### src/include/match_defs.svh
`ifndef MATCH_DEFS_SVH
`define MATCH_DEFS_SVH

// Stream context sizing
`define MATCH_STREAMS 64
`define MATCH_ID_W 6
`define MATCH_BYTE_W 8
`define MATCH_CNT_W 16

// Wishbone bus widths
`define MATCH_ADR_W 4
`define MATCH_DAT_W 32

// Register byte offsets
`define MATCH_REG_ENA_LO 4'h0
`define MATCH_REG_ENA_HI 4'h4
`define MATCH_REG_MCOUNT 4'h8
`define MATCH_REG_PCOUNT 4'hC

`endif
### src/hdl/match_pkg.sv
package match_pkg;

  // DFA for the string "SMB"
  // ST_HIT means the last byte completed the pattern
  typedef enum logic [1:0] {
    ST_IDLE = 2'd0,
    ST_S    = 2'd1,
    ST_SM   = 2'd2,
    ST_HIT  = 2'd3
  } dfa_state_e;

  // Decoded opcode of one payload byte
  typedef enum logic [1:0] {
    CLS_S     = 2'd0,
    CLS_M     = 2'd1,
    CLS_B     = 2'd2,
    CLS_OTHER = 2'd3
  } byte_class_e;

  // Register selected by the Wishbone address
  typedef enum logic [1:0] {
    SEL_ENA_LO = 2'd0,
    SEL_ENA_HI = 2'd1,
    SEL_MCOUNT = 2'd2,
    SEL_PCOUNT = 2'd3
  } csr_sel_e;

endpackage

### src/hdl/match_ifs.sv
`include "match_defs.svh"

// Decode to execute; one byte or one context load per cycle
interface dfa_step_if;
  logic                    vld;
  match_pkg::byte_class_e  byte_cls;
  logic                    last;
  logic                    load;
  match_pkg::dfa_state_e   load_state;
  // Held from the load for the whole packet
  logic                    enable;
  logic [`MATCH_ID_W-1:0]  stream_id;

  modport src (output vld, byte_cls, last, load, load_state, enable, stream_id);
  modport snk (input vld, byte_cls, last, load, load_state, enable, stream_id);
endinterface

// Execute to result
// last without vld is the start-of-packet cue that follows a load
interface dfa_result_if;
  logic                    vld;
  logic                    hit;
  logic                    last;
  logic                    enable;
  logic [`MATCH_ID_W-1:0]  stream_id;
  match_pkg::dfa_state_e   state;

  modport src (output vld, hit, last, enable, stream_id, state);
  modport snk (input vld, hit, last, enable, stream_id, state);
endinterface

### src/hdl/regex_matcher_top.sv
`include "match_defs.svh"

module regex_matcher_top (
  input  logic                     clk,
  input  logic                     rst_n,
  // Packet side
  input  logic [`MATCH_BYTE_W-1:0] char_in,
  input  logic                     char_vld,
  input  logic                     load_state,
  input  logic                     new_stream,
  input  logic [`MATCH_ID_W-1:0]   stream_id,
  input  logic                     eop,
  output logic                     fired,
  // Wishbone side
  input  logic                     wb_cyc,
  input  logic                     wb_stb,
  input  logic                     wb_we,
  input  logic [`MATCH_ADR_W-1:0]  wb_adr,
  input  logic [`MATCH_DAT_W-1:0]  wb_dat_i,
  output logic [`MATCH_DAT_W-1:0]  wb_dat_o,
  output logic                     wb_ack
);

  dfa_step_if   step_bus ();
  dfa_result_if res_bus ();

  // Context save path back to decode
  logic                      save_vld;
  logic [`MATCH_ID_W-1:0]    save_id;
  match_pkg::dfa_state_e     save_state;
  logic [`MATCH_STREAMS-1:0] enable_mask;
  logic [`MATCH_CNT_W-1:0]   match_count;
  logic [`MATCH_CNT_W-1:0]   pkt_count;
  logic                      clr_mcount;

  char_decode u_char_decode (
    .clk(clk), .rst_n(rst_n), .char_in(char_in), .char_vld(char_vld),
    .load_state(load_state), .new_stream(new_stream), .stream_id(stream_id), .eop(eop),
    .enable_mask(enable_mask), .save_vld(save_vld), .save_id(save_id),
    .save_state(save_state), .step(step_bus)
  );

  dfa_execute u_dfa_execute (.clk(clk), .rst_n(rst_n), .step(step_bus), .res(res_bus));

  match_result u_match_result (
    .clk(clk), .rst_n(rst_n), .res(res_bus), .clr_mcount(clr_mcount), .fired(fired),
    .save_vld(save_vld), .save_id(save_id), .save_state(save_state),
    .match_count(match_count), .pkt_count(pkt_count)
  );

  regex_csr u_regex_csr (
    .clk(clk), .rst_n(rst_n), .wb_cyc(wb_cyc), .wb_stb(wb_stb), .wb_we(wb_we),
    .wb_adr(wb_adr), .wb_dat_i(wb_dat_i), .match_count(match_count), .pkt_count(pkt_count),
    .wb_dat_o(wb_dat_o), .wb_ack(wb_ack), .enable_mask(enable_mask), .clr_mcount(clr_mcount)
  );

endmodule

### src/hdl/regex_csr.sv
`include "match_defs.svh"

module regex_csr (
  input  logic                      clk,
  input  logic                      rst_n,
  input  logic                      wb_cyc,
  input  logic                      wb_stb,
  input  logic                      wb_we,
  input  logic [`MATCH_ADR_W-1:0]   wb_adr,
  input  logic [`MATCH_DAT_W-1:0]   wb_dat_i,
  input  logic [`MATCH_CNT_W-1:0]   match_count,
  input  logic [`MATCH_CNT_W-1:0]   pkt_count,
  output logic [`MATCH_DAT_W-1:0]   wb_dat_o,
  output logic                      wb_ack,
  output logic [`MATCH_STREAMS-1:0] enable_mask,
  output logic                      clr_mcount
);

  match_pkg::csr_sel_e sel;
  logic [`MATCH_DAT_W-1:0] rd_data;
  // Set after an ack until the master drops stb
  logic held;
  logic req_new;

  assign req_new = wb_cyc && wb_stb && !wb_ack && !held;

  // Address decode
  // Unmapped offsets fall on the read-only packet counter
  always_comb
  begin
    case (wb_adr)
      `MATCH_REG_ENA_LO: sel = match_pkg::SEL_ENA_LO;
      `MATCH_REG_ENA_HI: sel = match_pkg::SEL_ENA_HI;
      `MATCH_REG_MCOUNT: sel = match_pkg::SEL_MCOUNT;
      default:           sel = match_pkg::SEL_PCOUNT;
    endcase
  end

  always_comb
  begin
    case (sel)
      match_pkg::SEL_ENA_LO: rd_data = enable_mask[`MATCH_DAT_W-1:0];
      match_pkg::SEL_ENA_HI: rd_data = enable_mask[`MATCH_STREAMS-1:`MATCH_DAT_W];
      match_pkg::SEL_MCOUNT: rd_data = `MATCH_DAT_W'(match_count);
      default:               rd_data = `MATCH_DAT_W'(pkt_count);
    endcase
  end

  always_ff @(posedge clk)
  begin
    if (!rst_n)
    begin
      wb_ack      <= 1'b0;
      held        <= 1'b0;
      clr_mcount  <= 1'b0;
      enable_mask <= '0;
    end
    else
    begin
      wb_ack     <= req_new;
      held       <= wb_stb && (held || wb_ack);
      // Any write to MCOUNT clears it
      clr_mcount <= req_new && wb_we && (sel == match_pkg::SEL_MCOUNT);
      if (req_new && wb_we && sel == match_pkg::SEL_ENA_LO)
        enable_mask[`MATCH_DAT_W-1:0] <= wb_dat_i;
      if (req_new && wb_we && sel == match_pkg::SEL_ENA_HI)
        enable_mask[`MATCH_STREAMS-1:`MATCH_DAT_W] <= wb_dat_i;
    end
  end

  // Read data lands together with the ack
  always_ff @(posedge clk)
  begin
    if (req_new && !wb_we)
      wb_dat_o <= rd_data;
  end

  a_ack_in_cycle: assert property (@(posedge clk) disable iff (!rst_n)
    wb_ack |-> (wb_cyc && wb_stb));

endmodule

### src/hdl/match_result.sv
`include "match_defs.svh"

module match_result (
  input  logic                    clk,
  input  logic                    rst_n,
  dfa_result_if.snk               res,
  input  logic                    clr_mcount,
  output logic                    fired,
  output logic                    save_vld,
  output logic [`MATCH_ID_W-1:0]  save_id,
  output match_pkg::dfa_state_e   save_state,
  output logic [`MATCH_CNT_W-1:0] match_count,
  output logic [`MATCH_CNT_W-1:0] pkt_count
);

  logic load_cue;
  logic end_item;
  logic pkt_hit;

  // Start of packet marker from the execute stage
  assign load_cue = !res.vld && res.last;
  assign end_item = res.vld && res.last;
  // Sticky flag plus the byte now ending the packet
  assign pkt_hit  = fired || res.hit;

  always_ff @(posedge clk)
  begin
    if (!rst_n)
    begin
      fired       <= 1'b0;
      save_vld    <= 1'b0;
      match_count <= '0;
      pkt_count   <= '0;
    end
    else
    begin
      save_vld <= end_item && res.enable;

      // Per-packet match flag
      if (load_cue)
        fired <= 1'b0;
      else if (res.vld && res.hit)
        fired <= 1'b1;

      // Every finished packet is counted, enabled or not
      if (end_item)
        pkt_count <= pkt_count + 1'b1;

      // Host clear wins over a same-cycle increment
      if (clr_mcount)
        match_count <= '0;
      else if (end_item && res.enable)
        match_count <= match_count + `MATCH_CNT_W'(pkt_hit);
    end
  end

  // Context to save, captured with the last byte
  always_ff @(posedge clk)
  begin
    if (end_item)
    begin
      save_id    <= res.stream_id;
      save_state <= res.state;
    end
  end

  a_save_pulse: assert property (@(posedge clk) disable iff (!rst_n)
    save_vld |=> !save_vld);

endmodule

### src/hdl/dfa_execute.sv
module dfa_execute (
  input  logic       clk,
  input  logic       rst_n,
  dfa_step_if.snk    step,
  dfa_result_if.src  res
);

  match_pkg::dfa_state_e cur_state;
  match_pkg::dfa_state_e nxt_state;

  // Transition function for "SMB"
  always_comb
  begin
    case (step.byte_cls)
      // An S always restarts the pattern
      match_pkg::CLS_S:
        nxt_state = match_pkg::ST_S;
      match_pkg::CLS_M:
        nxt_state = (cur_state == match_pkg::ST_S) ? match_pkg::ST_SM : match_pkg::ST_IDLE;
      match_pkg::CLS_B:
        nxt_state = (cur_state == match_pkg::ST_SM) ? match_pkg::ST_HIT : match_pkg::ST_IDLE;
      default:
        nxt_state = match_pkg::ST_IDLE;
    endcase
  end

  // Running state; a load overwrites it
  always_ff @(posedge clk)
  begin
    if (!rst_n)
      cur_state <= match_pkg::ST_IDLE;
    else if (step.load)
      cur_state <= step.load_state;
    else if (step.vld)
      cur_state <= nxt_state;
  end

  // Result item, one cycle behind the step
  always_ff @(posedge clk)
  begin
    if (!rst_n)
    begin
      res.vld  <= 1'b0;
      res.last <= 1'b0;
    end
    else
    begin
      res.vld <= step.vld;
      // Load shows up as last without vld
      res.last <= step.vld ? step.last : step.load;
    end
  end

  always_ff @(posedge clk)
  begin
    res.hit       <= (nxt_state == match_pkg::ST_HIT);
    res.state     <= nxt_state;
    res.enable    <= step.enable;
    res.stream_id <= step.stream_id;
  end

  a_no_byte_with_load: assert property (@(posedge clk) disable iff (!rst_n)
    !(step.vld && step.load));

endmodule

### src/hdl/char_decode.sv
`include "match_defs.svh"

module char_decode (
  input  logic                      clk,
  input  logic                      rst_n,
  input  logic [`MATCH_BYTE_W-1:0]  char_in,
  input  logic                      char_vld,
  input  logic                      load_state,
  input  logic                      new_stream,
  input  logic [`MATCH_ID_W-1:0]    stream_id,
  input  logic                      eop,
  input  logic [`MATCH_STREAMS-1:0] enable_mask,
  input  logic                      save_vld,
  input  logic [`MATCH_ID_W-1:0]    save_id,
  input  match_pkg::dfa_state_e     save_state,
  dfa_step_if.src                   step
);

  // Saved DFA state, one entry per stream
  match_pkg::dfa_state_e ctx_mem [`MATCH_STREAMS];
  match_pkg::byte_class_e cls;

  // Byte classifier
  always_comb
  begin
    case (char_in)
      "S":     cls = match_pkg::CLS_S;
      "M":     cls = match_pkg::CLS_M;
      "B":     cls = match_pkg::CLS_B;
      default: cls = match_pkg::CLS_OTHER;
    endcase
  end

  // Context write-back from the result stage
  always_ff @(posedge clk)
  begin
    if (!rst_n)
    begin
      for (int i = 0; i < `MATCH_STREAMS; i++)
        ctx_mem[i] <= match_pkg::ST_IDLE;
    end
    else if (save_vld)
      ctx_mem[save_id] <= save_state;
  end

  // Valid flags of the step item
  always_ff @(posedge clk)
  begin
    if (!rst_n)
    begin
      step.vld  <= 1'b0;
      step.last <= 1'b0;
      step.load <= 1'b0;
    end
    else
    begin
      step.vld  <= char_vld;
      step.last <= char_vld && eop;
      step.load <= load_state;
    end
  end

  // Payload; stream id and enable bit are latched only at the load
  always_ff @(posedge clk)
  begin
    step.byte_cls <= cls;
    if (load_state)
    begin
      // New streams start from idle, old ones resume the saved state
      step.load_state <= new_stream ? match_pkg::ST_IDLE : ctx_mem[stream_id];
      step.enable     <= enable_mask[stream_id];
      step.stream_id  <= stream_id;
    end
  end

  // Three idle cycles after eop keep the save ahead of any reload
  a_eop_gap: assert property (@(posedge clk) disable iff (!rst_n)
    (char_vld && eop) |=> !load_state [*3]);

  a_no_byte_on_load: assert property (@(posedge clk) disable iff (!rst_n)
    !(char_vld && load_state));

endmodule

### config.mk
export PLATFORM = sky130hd
export DESIGN_NAME = regex_matcher_top
export DESIGN_NICKNAME = d
export VERILOG_FILES = /design/src/hdl/match_pkg.sv /design/src/hdl/match_ifs.sv /design/src/hdl/regex_matcher_top.sv /design/src/hdl/regex_csr.sv /design/src/hdl/match_result.sv /design/src/hdl/dfa_execute.sv /design/src/hdl/char_decode.sv
export VERILOG_INCLUDE_DIRS = /design/src /design/src/include
export SDC_FILE = /design/constraint.sdc
export NUM_CORES = 1
export LEC_CHECK = 0
export ABC_AREA = 0
export BUFFER_PORTS_ARGS = -buffer_cell sky130_fd_sc_hd__clkbuf_2
export CORE_MARGIN = 2
export CORE_UTILIZATION = 45
export DETAILED_ROUTE_END_ITERATION = 7
export SLEW_MARGIN = 5
export SYNTH_ARGS = -nofsm -noshare
export SYNTH_HDL_FRONTEND = slang
export SYNTH_HIERARCHICAL = 1
export SYNTH_SLANG_ARGS = --single-unit
### constraint.sdc
create_clock -name clk -period 4.1 [get_ports clk]
set_input_delay 0.82 -clock clk [delete_from_list [all_inputs] [get_ports clk]]
set_output_delay 0.82 -clock clk [all_outputs]
set_load 0.01 [all_outputs]
==> results of run 1 <==
-- worst max-delay path, delay by kind of cell --
family / cells / cell delay (ps)
compound gates: 1 / 320
buf+inv: 3 / 1300
-- path summary, 6_finish.rpt --
check                                            start  slack [ps]                                         end
min          u_char_decode/step.stream_id[3]$_DFFE_PP_         340      u_dfa_execute/res.stream_id[3]$_DFF_P_
max reg2reg        u_match_result/save_id[4]$_DFFE_PN_        1880  u_char_decode/ctx_mem[53][0]$_SDFFCE_PN0P_
min reg2reg  u_char_decode/step.stream_id[3]$_DFFE_PP_         340      u_dfa_execute/res.stream_id[3]$_DFF_P_
max                                              rst_n        1700    u_match_result/pkt_count[1]$_SDFFE_PN0N_
-- area by class of cell --
type	instances	share of cell area, %
Sequential cell	297	48.3
Multi-Input combinational cell	840	36.8
Clock buffer	47	6.21
Timing Repair Buffer	117	4.23
Tap cell	402	3.15
Inverter	30	0.704
Clock inverter	14	0.603
Antenna cell	1	0.0157
-- stage by stage --
step                      std cells  hold slack [ps]  util, %  total power [mW]
final                          1748              342     51.1              6.56
after global routing           1747              347     51.0              6.80
after CTS                      1747              342     51.0              6.64
after detailed placement       1686              327     47.6              3.67
after global placement         1686              325     47.6              3.66
after floorplan                1279              323        -              3.54
-- registers in the layout, summed over array words and instances (netlist names), 2 cells and up --
name and cells:
u_dfa_execute/res.state 2, u_regex_csr/enable_mask 64, u_match_result/save_state 2, u_char_decode/step.stream_id 6, u_char_decode/ctx_mem 128, u_match_result/save_id 6, u_dfa_execute/cur_state 2, u_char_decode/step.load_state 2
u_dfa_execute/res.stream_id 6, u_match_result/match_count 16, u_char_decode/step.byte_cls 2, u_regex_csr/wb_dat_o 32, u_match_result/pkt_count 16
-- kinds of logic after synthesis --
logic type,share of synthesized area (%)
AND/OR/NAND/NOR,20.1
AO/OA/AOI/OAI,6.31
XOR/XNOR,1.23
flip-flops,54.4
multiplexers,13.4
buffers and inverters,4.30
adder cells (fa/ha/maj),0.265
-- layout by cell type (no fill, tap or decap), types with 11 or more instances in the layout --
| cell | instances |
|---|---|
| a21oi_1 | 34 |
| a22o_1 | 16 |
| and2_1 | 26 |
| and3_1 | 126 |
| buf_4 | 24 |
| clkbuf_16 | 37 |
| clkbuf_2 | 91 |
| dfxtp_1 | 120 |
| edfxtp_1 | 177 |
| inv_1 | 28 |
| mux2i_1 | 76 |
| mux4_2 | 42 |
| nand2_1 | 245 |
| nand2b_1 | 24 |
| nand3_1 | 20 |
| nand4_1 | 12 |
| nor2_1 | 36 |
| nor3_1 | 11 |
| o21ai_0 | 47 |
| o32a_1 | 16 |
| xnor2_1 | 16 |
-- power breakdown --
part	internal (mW)	total (mW)	switching [mW]
clock	1.76	2.96	1.20
sequential	3.23	3.26	0.0313
combinational	0.135	0.346	0.211
-- metal layers --
metal  wire [um]  part of all wire [%]
met5           0                     0
met1       15500                    45
met2       16600                    48
met3        1640                   4.7
met4         957                   2.8
==> impl_metrics.env, run 1 <==
export IMPL_synth_nets=1341
export IMPL_area_growth_pct=12.7
export IMPL_rows=65
export IMPL_required_ps=4520
export IMPL_use_met1_pct=28.7
export IMPL_multi_input_area_um2=5890
export IMPL_powerDensity_nw_per_um2=411
export IMPL_io_buffers=92
export IMPL_hold_depth=0
export IMPL_met3_usage_pct=3.23
export IMPL_synthTopCellsByCount="245 x nand2_1, 177 x edfxtp_1, 126 x and3_1"
export IMPL_worst_setup_path_start_kind="input pin"
export IMPL_grt_pass1_vias=9476
export IMPL_setup_viol=0
export IMPL_final_nets=1383
export IMPL_use_met2_pct=34.6
export IMPL_core_area_um2=31300
export IMPL_clkLatencyLatePin_ps=510
export IMPL_fillerInstances=2769
export IMPL_fin_crit_ps=2400
export IMPL_crit_chain="buf_4 -> buf_12 -> clkinv_1 -> a21oi_1"
export IMPL_start_util_pct=45.3
export IMPL_crit_fanout=174
export IMPL_grt_pass1_wl_um=54100
export IMPL_die_h_um=182
export IMPL_firstDrtPassIters=5
export IMPL_antenna_found_initial=0
export IMPL_grt_max_degree=175
export IMPL_critical_path_class="input pin to register"
export IMPL_fin_crit_sh_pct=58.5
export IMPL_pre_cts_ws_ps=1190
export IMPL_yosys_top_cells_area="edfxtp_1 37%, dfxtp_1 17%, mux4_2 6.7%"
export IMPL_synth_async_reset_ratio_pct=0
export IMPL_min_delay_path_class="register to register"
export IMPL_clock_root_buffer="clkbuf_16"
export IMPL_drc_errors=0
export IMPL_finalInstanceArea_um2=16000
export IMPL_numClockSinks=297
export IMPL_fin_skew_ps=16.6
export IMPL_fmax_ghz=0.417
export IMPL_outcome="finished, final reports clean"
export IMPL_synthCells=1279
export IMPL_synthFlopType="edfxtp_1"
export IMPL_worst_r2r_path_depth=4
export IMPL_ys_types=67
export IMPL_max_vdd_ir_drop_mv=0.242
export IMPL_clkSlewWorstSetupHoldPaths_ps=60
export IMPL_cts_hold_buf=0
export IMPL_num_vias=9887
export IMPL_yosysTopAreaCell="edfxtp_1"
export IMPL_drive_gt1_share_pct=17.6
export IMPL_layout_setup_ws_ps=1700
export IMPL_wl_per_cell_um=19.9
export IMPL_crit_slowest_cell="clkinv_1"
export IMPL_synth_edf_count=177
export IMPL_globalplace_congestion=0.807
export IMPL_worst_pin_slew_ps=1190
export IMPL_yosys_warnings=6
export IMPL_totalWireLength_um=34700
export IMPL_finalMaxSlewViolations=0
export IMPL_seq_area_frac_synth_pct=54.4
export IMPL_top_usage_layer="met2"
export IMPL_ys_seq_elements=297
export IMPL_hpwl_um=22200
export IMPL_cts_tree="built"
export IMPL_grt_use_total_pct=21.0
export IMPL_drtIter0Drc=773
export IMPL_rsz0062_at_grt="false"
export IMPL_dieArea_um2=33000
export IMPL_fin_setup_tns_ps=0
export IMPL_numCtsBuffers=35
export IMPL_syn_area_um2=14200
export IMPL_cts_buffer_depth=3
export IMPL_cap_violations=0
export IMPL_yosysMostFrequentCell="nand2_1"
export IMPL_grt_overflow=0
export IMPL_placed_area_um2=14900
export IMPL_cts_post_setup_buffers_inserted=0
export IMPL_die_w_um=182
export IMPL_io_pins=93
export IMPL_ctsHtreeMaxLevel=2
export IMPL_slew_headroom_pct=20.6
export IMPL_antenna_left=0
export IMPL_viasPerCell=5.66
export IMPL_critical_path_max_stage_delay_ps=790
export IMPL_ctsResizeCount=0
export IMPL_synth_avg_cell_area_um2=11.1
export IMPL_cp_arrival_ps=2820
export IMPL_setup_worst_path_end_class="register"
export IMPL_power_leakage_nw=6.65
export IMPL_finalHoldViolCount=0
export IMPL_netlist_area_leader_share_pct=37.5
export IMPL_regArea_um2=7720
No activity file was read; power rests on OpenSTA's default activity.
==> run 2: changes to the inputs <==
==> constraint.sdc (replaced) <==
create_clock -name clk -period 2.39 [get_ports clk]
set_input_delay 0.478 -clock clk [delete_from_list [all_inputs] [get_ports clk]]
set_output_delay 0.478 -clock clk [all_outputs]
set_load 0.01 [all_outputs]
==> impl_metrics.env, run 2 (synthesized netlist as in run 1, its figures left out) <==
export IMPL_fin_crit_sh_pct=80.8
export IMPL_cts_buffer_depth=3
export IMPL_clkSlewWorstSetupHoldPaths_ps=60
export IMPL_slew_headroom_pct=56.8
export IMPL_hold_depth=2
export IMPL_powerDensity_nw_per_um2=693
export IMPL_critical_path_class="register to register"
export IMPL_rows=65
export IMPL_reg2reg_slack_ps=460
export IMPL_worst_setup_path_start_kind="register"
export IMPL_num_vias=9908
export IMPL_dieArea_um2=33000
export IMPL_antenna_found_initial=1
export IMPL_placed_area_um2=15200
export IMPL_regMostFlops="u_char_decode/ctx_mem"
export IMPL_die_h_um=182
export IMPL_grt_use_total_pct=21.6
export IMPL_cts_hold_buf=0
export IMPL_finalInstanceArea_um2=16300
export IMPL_io_pins=93
export IMPL_largest_reg_flops=128
export IMPL_holdWs_ps=178
export IMPL_area_growth_pct=14.6
export IMPL_r2r_start="u_match_result/save_id[3]$_DFFE_PN_"
export IMPL_intPower_mw=8.83
export IMPL_power_leakage_nw=6.81
export IMPL_grt_overflow=0
export IMPL_layout_setup_ws_ps=460
export IMPL_min_delay_path_class="input pin to register"
export IMPL_globalplace_congestion=0.807
export IMPL_reg_top3="u_char_decode/ctx_mem (128), u_regex_csr/enable_mask (64), u_regex_csr/wb_dat_o (32)"
export IMPL_totalWireLength_um=35400
export IMPL_fin_crit_ps=1930
export IMPL_die_w_um=182
export IMPL_fillerInstances=2744
export IMPL_fin_setup_tns_ps=0
export IMPL_combPwrFrac_pct=5.5
export IMPL_p_seq_share_pct=49.7
export IMPL_cp_arrival_ps=2150
export IMPL_cap_violations=0
export IMPL_numClockSinks=297
export IMPL_finalHoldViolCount=0
export IMPL_grt_max_degree=89
export IMPL_viasPerCell=5.57
export IMPL_final_nets=1413
export IMPL_whs_endpoint="u_char_decode/step.byte_cls[1]$_DFF_P_"
export IMPL_clock_power_share_pct=44.9
export IMPL_max_vdd_ir_drop_mv=0.467
export IMPL_power_mw=11.3
export IMPL_core_area_um2=31300
export IMPL_drtIter0Drc=769
export IMPL_rsz0062_at_grt="false"
export IMPL_pre_cts_ws_ps=59.6
export IMPL_drive_gt1_share_pct=19.3
export IMPL_worst_r2r_path_depth=3
export IMPL_setup_viol=0
export IMPL_worstReg2RegEnd="u_char_decode/ctx_mem[10][0]$_SDFFCE_PN0P_"
export IMPL_io_buffers=92
export IMPL_required_ps=2610
export IMPL_ctsHtreeMaxLevel=2
export IMPL_ctsResizeCount=0
export IMPL_numCtsBuffers=34
export IMPL_outcome="finished, final reports clean"
export IMPL_firstDrtPassIters=5
export IMPL_setup_worst_path_end_class="register"
export IMPL_final_common_cell="nand2_1"
export IMPL_cts_tree="built"
export IMPL_wl_per_cell_um=19.9
export IMPL_regArea_um2=7720
export IMPL_swShare_pct=21.6
export IMPL_most_common_layout_cells="245 x nand2_1, 177 x edfxtp_1, 126 x and3_1"
export IMPL_finalNonFillerCells=1778
export IMPL_hpwl_um=23800
export IMPL_finalMaxSlewViolations=0
export IMPL_start_util_pct=45.3
export IMPL_placed_cells=1717
export IMPL_cts_post_setup_buffers_inserted=0
export IMPL_worst_pin_slew_ps=648
export IMPL_drc_errors=0
export IMPL_grt_pass1_vias=9666
export IMPL_hold_start="char_in[0]"
export IMPL_grt_pass1_wl_um=55400
export IMPL_antenna_cells=0
export IMPL_netSwitchingPower_mw=2.44
export IMPL_clock_root_buffer="clkbuf_16"
export IMPL_fmax_ghz=0.518
export IMPL_crit_fanout=9
export IMPL_multi_input_area_um2=5890
export IMPL_antenna_left=0
export IMPL_fin_skew_ps=12.4
export IMPL_clkLatencyLatePin_ps=520
export IMPL_final_util_pct=51.9
run 2: changes by cell type in the layout (fill, tap and decap cells not counted), sizes merged:
cell,change
clkinv,-6
buf,+31
bufinv,-1
clkinvlp,+1
diode,-1
inv,-1
clkbuf,+7
run 2: critical path, stage by stage (launching register included):
cell and delay [ps]:
edfxtp_1 600, or4b_1 640, nor3_2 230, nand2b_1 160
run 2: area by class of cell:
| cell class | instances | area share, % |
|---|---|---|
| tap | 402 | 3.09 |
| clock buffer | 54 | 6.52 |
| multi-input combinational | 840 | 36.2 |
| inverter | 30 | 0.692 |
| sequential | 297 | 47.5 |
| timing repair buffer | 148 | 5.82 |
| clock inverter | 7 | 0.223 |
run 2: worst max path at each step:
stage                                                   start                                             end  cells after the start
after floorplan                                        wb_cyc               u_regex_csr/wb_dat_o[0]$_DFFE_PP_                      2
after global placement                           stream_id[1]  u_char_decode/step.load_state[0]$_SDFFCE_PP0P_                      7
after detailed placement                         stream_id[1]  u_char_decode/step.load_state[0]$_SDFFCE_PP0P_                      7
after CTS                 u_match_result/save_id[5]$_DFFE_PN_      u_char_decode/ctx_mem[11][1]$_SDFFCE_PN0P_                      2
after global routing      u_match_result/save_id[5]$_DFFE_PN_       u_char_decode/ctx_mem[8][0]$_SDFFCE_PN0P_                      4
final                     u_match_result/save_id[3]$_DFFE_PN_      u_char_decode/ctx_mem[10][0]$_SDFFCE_PN0P_                      3
run 2: power by group through the flow:
stage / clock network (mW) / logic [mW] / registers (mW)
6_report: 5.06 / 0.616 / 5.60
4_1_cts: 5.19 / 0.620 / 5.60
5_1_grt: 5.39 / 0.669 / 5.61
3_5_place_dp: 0 / 0.617 / 5.71
2_1_floorplan: 0 / 0.388 / 5.68
3_3_place_gp: 0 / 0.606 / 5.71
run 2: routing by layer:
layer / part of all wire (%) / track usage [%] / vias to the layer above
met5: 0 / 0 / -
met4: 2.3 / 6.34 / 0
met3: 5.5 / 3.27 / 50
met2: 47 / 35.1 / 263
met1: 45 / 30.3 / 4836
li1: - / - / 4759
==> run 3: changes to the inputs <==
==> constraint.sdc (replaced) <==
create_clock -name clk -period 1.9 [get_ports clk]
set_input_delay 0.38 -clock clk [delete_from_list [all_inputs] [get_ports clk]]
set_output_delay 0.38 -clock clk [all_outputs]
set_load 0.01 [all_outputs]
==> impl_metrics.env, run 3 (synthesized netlist as in run 1, its figures left out) <==
export IMPL_clkSlewWorstSetupHoldPaths_ps=60
export IMPL_fin_crit_sh_pct=95.7
export IMPL_numClockSinks=297
export IMPL_clkLatencyLatePin_ps=570
export IMPL_io_pins=93
export IMPL_routed_top_layer="met4"
export IMPL_wl_per_cell_um=19.6
export IMPL_fmax_ghz=0.550
export IMPL_layout_setup_ws_ps=81.8
export IMPL_antenna_left=0
export IMPL_area_growth_pct=17.3
export IMPL_final_nets=1452
export IMPL_drc_errors=0
export IMPL_ctsHtreeMaxLevel=1
export IMPL_fillerInstances=2703
export IMPL_rsz0062_at_grt="false"
export IMPL_totalWireLength_um=35600
export IMPL_globalplace_congestion=0.849
export IMPL_clock_root_buffer="clkbuf_16"
export IMPL_dieArea_um2=33000
export IMPL_power_leakage_nw=7.03
export IMPL_antenna_found_initial=0
export IMPL_worst_setup_path_start_kind="register"
export IMPL_met1_length_um=16000
export IMPL_required_ps=2360
export IMPL_finalMaxSlewViolations=0
export IMPL_cts_hold_buf=0
export IMPL_multi_input_area_um2=5900
export IMPL_pre_cts_ws_ps=-315
export IMPL_grt_use_total_pct=21.5
export IMPL_firstDrtPassIters=5
export IMPL_start_util_pct=45.3
export IMPL_fin_crit_ps=1820
export IMPL_rows=65
export IMPL_grt_max_degree=100
export IMPL_core_area_um2=31300
export IMPL_cp_arrival_ps=2280
export IMPL_met2_length_um=16700
export IMPL_num_vias=10100
export IMPL_die_w_um=182
export IMPL_grt_overflow=0
export IMPL_final_util_pct=53.1
export IMPL_grt_pass1_vias=9495
export IMPL_hpwl_um=24600
export IMPL_numCtsBuffers=31
export IMPL_cts_tree="built"
export IMPL_setup_viol=0
export IMPL_powerDensity_nw_per_um2=837
export IMPL_drive_gt1_share_pct=22.4
export IMPL_finalInstanceArea_um2=16600
export IMPL_outcome="finished, final reports clean"
export IMPL_reg_top3="u_char_decode/ctx_mem (128), u_regex_csr/enable_mask (64), u_regex_csr/wb_dat_o (32)"
export IMPL_critical_path_class="register to register"
export IMPL_fin_skew_ps=10.5
export IMPL_finalHoldViolCount=0
export IMPL_viasPerCell=5.56
export IMPL_regArea_um2=7720
export IMPL_die_h_um=182
export IMPL_grt_pass1_wl_um=55200
export IMPL_drtIter0Drc=787
export IMPL_crit_fanout=5
export IMPL_largest_reg_flops=128
export IMPL_antenna_cells=0
export IMPL_power_mw=13.9
export IMPL_cts_buffer_depth=3
export IMPL_wl_met3_um=1950
export IMPL_io_buffers=92
export IMPL_cap_violations=0
export IMPL_min_delay_path_class="input pin to register"
export IMPL_most_common_layout_cells="245 x nand2_1, 177 x edfxtp_1, 126 x and3_1"
export IMPL_max_vdd_ir_drop_mv=0.760
export IMPL_holdWs_ps=22.2
export IMPL_placed_area_um2=15600
export IMPL_setup_worst_path_end_class="register"
export IMPL_final_common_cell="nand2_1"
export IMPL_slew_headroom_pct=59.5
export IMPL_regMostFlops="u_char_decode/ctx_mem"
export IMPL_worst_pin_slew_ps=608
-- run 3: report_power, final --
group	internal [mW]	switching, mW
Combinational	0.358	0.462
Sequential	6.96	0.0783
Clock	3.51	2.56
Total	10.8	3.10
-- run 3: worst paths after layout --
path	startpoint	to	slack (ps)	cells past startpoint
worst max register to register	u_match_result/match_count[0]$_SDFFE_PP0P_	u_match_result/match_count[6]$_SDFFE_PP0P_	80	7
worst min register to register	u_char_decode/step.stream_id[1]$_DFFE_PP_	u_dfa_execute/res.stream_id[1]$_DFF_P_	340	0
worst max-delay path	u_match_result/match_count[0]$_SDFFE_PP0P_	u_match_result/match_count[6]$_SDFFE_PP0P_	80	7
worst min-delay path	char_in[0]	u_char_decode/step.byte_cls[1]$_DFF_P_	20	2
-- run 3: repair_timing --
action	4_1_cts	5_1_grt
buffers inserted	0	7
setup endpoints to repair	0	28
resized for setup	0	6
-- run 3: metal layers --
layer,global-route usage (%),vias to the layer above
met2,35.1,307
met1,30.3,4911
met3,3.13,52
met5,0,-
met4,5.50,0
li1,-,4835
-- run 3: worst max-delay path: stages, from the launching register on --
cell     delay (ps)
dfxtp_1         410
ha_1            230
ha_1            160
nand4_1         240
buf_4           260
nor3_1          220
xnor2_1         150
nor2_1           50
-- run 3: layout make-up --
| cell class | count | area share, % |
|---|---|---|
| Sequential cell | 297 | 46.4 |
| Multi-Input combinational cell | 840 | 35.4 |
| Timing Repair Buffer | 190 | 8.33 |
| Clock buffer | 36 | 4.96 |
| Tap cell | 402 | 3.02 |
| Clock inverter | 22 | 1.19 |
| Inverter | 30 | 0.677 |
-- run 3: metrics by stage --
| stage | TNS [ps] | instances |
|---|---|---|
| global route | 0 | 1817 |
| detailed placement | -860 | 1752 |
| finish | 0 | 1817 |
| global placement | -726 | 1752 |
| floorplan | 0 | 1279 |
| CTS | 0 | 1810 |
